## config.mk

```make
export PLATFORM = sky130hd
export DESIGN_NAME = shiftreg
export DESIGN_NICKNAME = d
export VERILOG_FILES = /design/src/shiftreg.sv
export SDC_FILE = /design/constraint.sdc
export NUM_CORES = 1
export LEC_CHECK = 0
export ABC_AREA = 0
export BUFFER_PORTS_ARGS = -buffer_cell sky130_fd_sc_hd__buf_4
export CORE_UTILIZATION = 30
export DETAILED_ROUTE_END_ITERATION = 16
export PLACE_DENSITY = 0.69
export SYNTH_ARGS = -nofsm -noshare
export SYNTH_HDL_FRONTEND = slang
export SYNTH_SLANG_ARGS = --single-unit
export TNS_END_PERCENT = 5
```

## constraint.sdc

```tcl
create_clock -name clk_i -period 0.8 [get_ports clk_i]
set_clock_uncertainty 0.15 [all_clocks]
set_input_delay 0.2 -clock clk_i [delete_from_list [all_inputs] [get_ports clk_i]]
set_output_delay 0.2 -clock clk_i [all_outputs]
set_load 0.02 [all_outputs]
```

## src/shiftreg.sv

```systemverilog
`timescale 1ns/1ps

module shiftreg #(
  parameter int SHIFT = 1,
  parameter int DATA  = 64
) (
  input  logic            clk_i,
  input  logic [DATA-1:0] data_i,
  output logic [DATA-1:0] data_o
);

  logic [DATA-1:0] stage_q [SHIFT];

  // Payload only, so the chain carries no reset.
  always_ff @(posedge clk_i) begin
    stage_q[0] <= data_i;
    for (int i = 1; i < SHIFT; i++) begin
      stage_q[i] <= stage_q[i-1];
    end
  end

  assign data_o = stage_q[SHIFT-1]; // Oldest entry.

  // A zero-depth line would have no registers at all.
  initial begin
    assert (SHIFT >= 1)
      else $error("shiftreg: SHIFT must be at least 1, got %0d", SHIFT);
  end

endmodule : shiftreg

```

==> Word-level counts from Yosys, hierarchy flattened <==
Memory sizes are Yosys's and may differ from the RTL's.
Cells that the tools add are included.
{ "word_totals": {"ramBits": 64, "mem_count": 1, "regBits": 0} }
{ "memory_table": {"columns": ["name", "depth", "width", "read_ports", "rd_ports_with_merged_regs", "write_ports", "line_no", "source"], "rows": [
  ["stage_q", 1, 64, 1, 0, 1, "12", "logic [DATA-1:0] stage_q [SHIFT];"]
]} }

==> Longest topological paths before layout <==
{ "depth": {"depth_word": 0, "depth_mapped": 0, "mapped_depth_nobuf": 0} }

==> Worst setup path before layout <==
OpenSTA, ideal clock, no wires.
{ "synth_path": {"kind": "reg-to-output", "start": "mem stage_q[0][0]", "end": "out data_o[0]", "stages_incl_launch_ff": 1, "slack_ps": 55, "arrival_time_ps": 395, "path_buffers": 0, "cell_sequence": "dfxtp_1"} }
{ "synth_lines": {"columns": ["item", "line_no", "source"], "rows": [
  ["start, declared", "12", null],
  ["end, declared", "9", "output logic [DATA-1:0] data_o"]
]} }

==> results.yml <==
timing:
  grt_setup_unrepaired: "yes"
  slew_headroom: 0.931
  max_freq_ghz: 0.878
  period_minus_slack_ps: 1140
  drv_slew: 0
  tightest_slew_ps: 104
  hold_viol: 0
  period_share: 1.42
  tns_ps: -20360
  setup_slack_ps: -339
  setup_viol: 83
floorplanning:
  die_w_um: 67.4
  fp.coreArea_mm2: 0.00406
  num_rows: 23
  die_y_um: 67.4
  die_area_mm2: 0.00454
  ios: 129
  start_util: 0.316
placement:
  io_buffers: 128
  place_area_mm2: 0.00230
  place.gp.congestion: 0.654
  placed_cells: 242
global_routing:
  use_met1: 0.174
  grt_max_degree: 11
  grt_busiest_layer: "met2"
  grt_use_total: 0.223
  grt_pass1_vias: 1387
  antenna_found_initial: 0
  globalRouteOverflowTotal: 0
  grt_use_met3: 0.0625
  grt_pass1_wl_um: 6620
  use_met2: 0.456
route:
  post_drt_wl_per_cell_um: 15.1
  viasPerCell: 3.84
  drt_wl_total_um: 4850
  drt-pass1-iter-count: 4
  drtAntennaViolNets: 0
  route.vias.total: 1236
  drc: 0
  drt_iter0_drc: 23
clock_network:
  h-tree-depth: 3
  cts_root_buffer: "clkbuf_8"
  cts_sinks: 64
  clk_path_buf_depth: 2
  numCtsBuffers: 9
  clk_pin_slew_ps: 70
  cts_tree: "done"
yosys:
  synth.top_cell.area_share: 1.00
  synth.most_common_cell: "dfxtp_1"
  yosysTopAreaCell: "dfxtp_1"
  ys_types: 1
  syn-cell-area_mm2: 0.00128
  yosysSeqAreaShare: 1.00
  netlist_instances: 64
  synthArstFlopShare: 0
  ys.warnings.count: 0
  syn-num-nets: 129
  netlist_top_cells_area: "dfxtp_1 (100%)"
  avgSynthCellArea_um2: 20.0
  ys_seq_elements: 64
  synth_edf_count: 0
  synth_common_cells: "dfxtp_1 (64)"
  synth_flop_cell: "dfxtp_1"
critical_path:
  end_kind: "output pin"
  arrival_ps: 790
  worstSetupPathType: "flip-flop to output pin"
  startpoint_type: "flip-flop"
  cp_top_family: "flip-flops"
  worstPathMaxFanout: 1
  worstPathRequired_ps: 450
  cp_slowest_cell: "dfxtp_2"
  crit_start: "stage_q[0][1]"
  crit_chain: "buf_6"
  path_buf_inv: 1
  cpPeakStageDelay_ps: 350
finish:
  stdcell_count: 322
  stdcell_area_mm2: 0.00349
  layout.nets: 332
  num_antenna_cells: 0
  area_delta_synth_final_pct: 172
  drive_gt1_frac: 0.757
  largest_register_ffs: 64
  top_regs: "stage_q (64)"
  multi_input_cells: 0
  multiInputGateArea_um2: 0
  regMostFlops: "stage_q"
status:
  violations: "setup timing"
  outcome: "finished with violations"
flow_run:
  max_cap_viol_count: 0
hold_path:
  hold_path.class: "primary input to flip-flop"
  min_from: "data_i[30]"
pwr:
  powerDensity_mw_per_mm2: 2100
  peakVddDrop_v: 0.00141
  leakagePower_nw: 1.69
==> layer usage <==
metal,up-vias,wire [um]
met5,-,0
met1,568,1390
li1,602,-
met4,0,117
met3,10,231
met2,56,3120
==> per-stage QoR <==
stage	hold slack, ps	setup slack (ps)	util	power, W
2_1_floorplan	77.7	54.9	-	0.00370
4_1_cts	351	-336	0.854	0.00731
6_report	15.8	-339	0.860	0.00734
3_5_place_dp	155	3.70	0.568	0.00420
3_3_place_gp	155	24.3	0.568	0.00418
5_1_grt	6.07	-375	0.860	0.00763
==> cells by family after synthesis <==
| logic type | count (synthesis) | share of synthesized area |
|---|---|---|
| flip-flops | 64 | 1.00 |
==> layout make-up <==
type                  count  area [um^2]
sequential               64         1360
clock buffer             13          159
clock inverter            3         40.0
timing repair buffer    192         1870
tap                      50         62.6
fill                    190          568
==> power by group <==
part | total [W] | internal [W] | switching (W)
combinational | 0.00110 | 0.000714 | 0.000389
sequential | 0.00348 | 0.00339 | 0.0000886
clock | 0.00275 | 0.00160 | 0.00115
total | 0.00734 | 0.00571 | 0.00163
==> repair_timing <==
item                       CTS  global route
buffers inserted             0             0
hold buffers                64             0
setup endpoints to repair   64            74
hold endpoints to repair    64             0
gates resized for setup    127            11
==> path summary, 6_finish.rpt <==
kind	endpoint	slack (ps)	depth (start not counted)
setup / recovery	data_o[1]	-340	1
hold / removal	stage_q[0][30]	20	2
==> cell usage in the layout (no fill, tap or decap) <==
cell,synthesis,layout
clkinv_2,0,2
dlygate4sd3_1,0,54
buf_4,0,64
bufinv_16,0,1
buf_6,0,64
dlymetal6s4s_1,0,10
clkbuf_8,0,11
dfxtp_2,0,64
clkbuf_1,0,2
No activity file was read; power rests on OpenSTA's default activity.
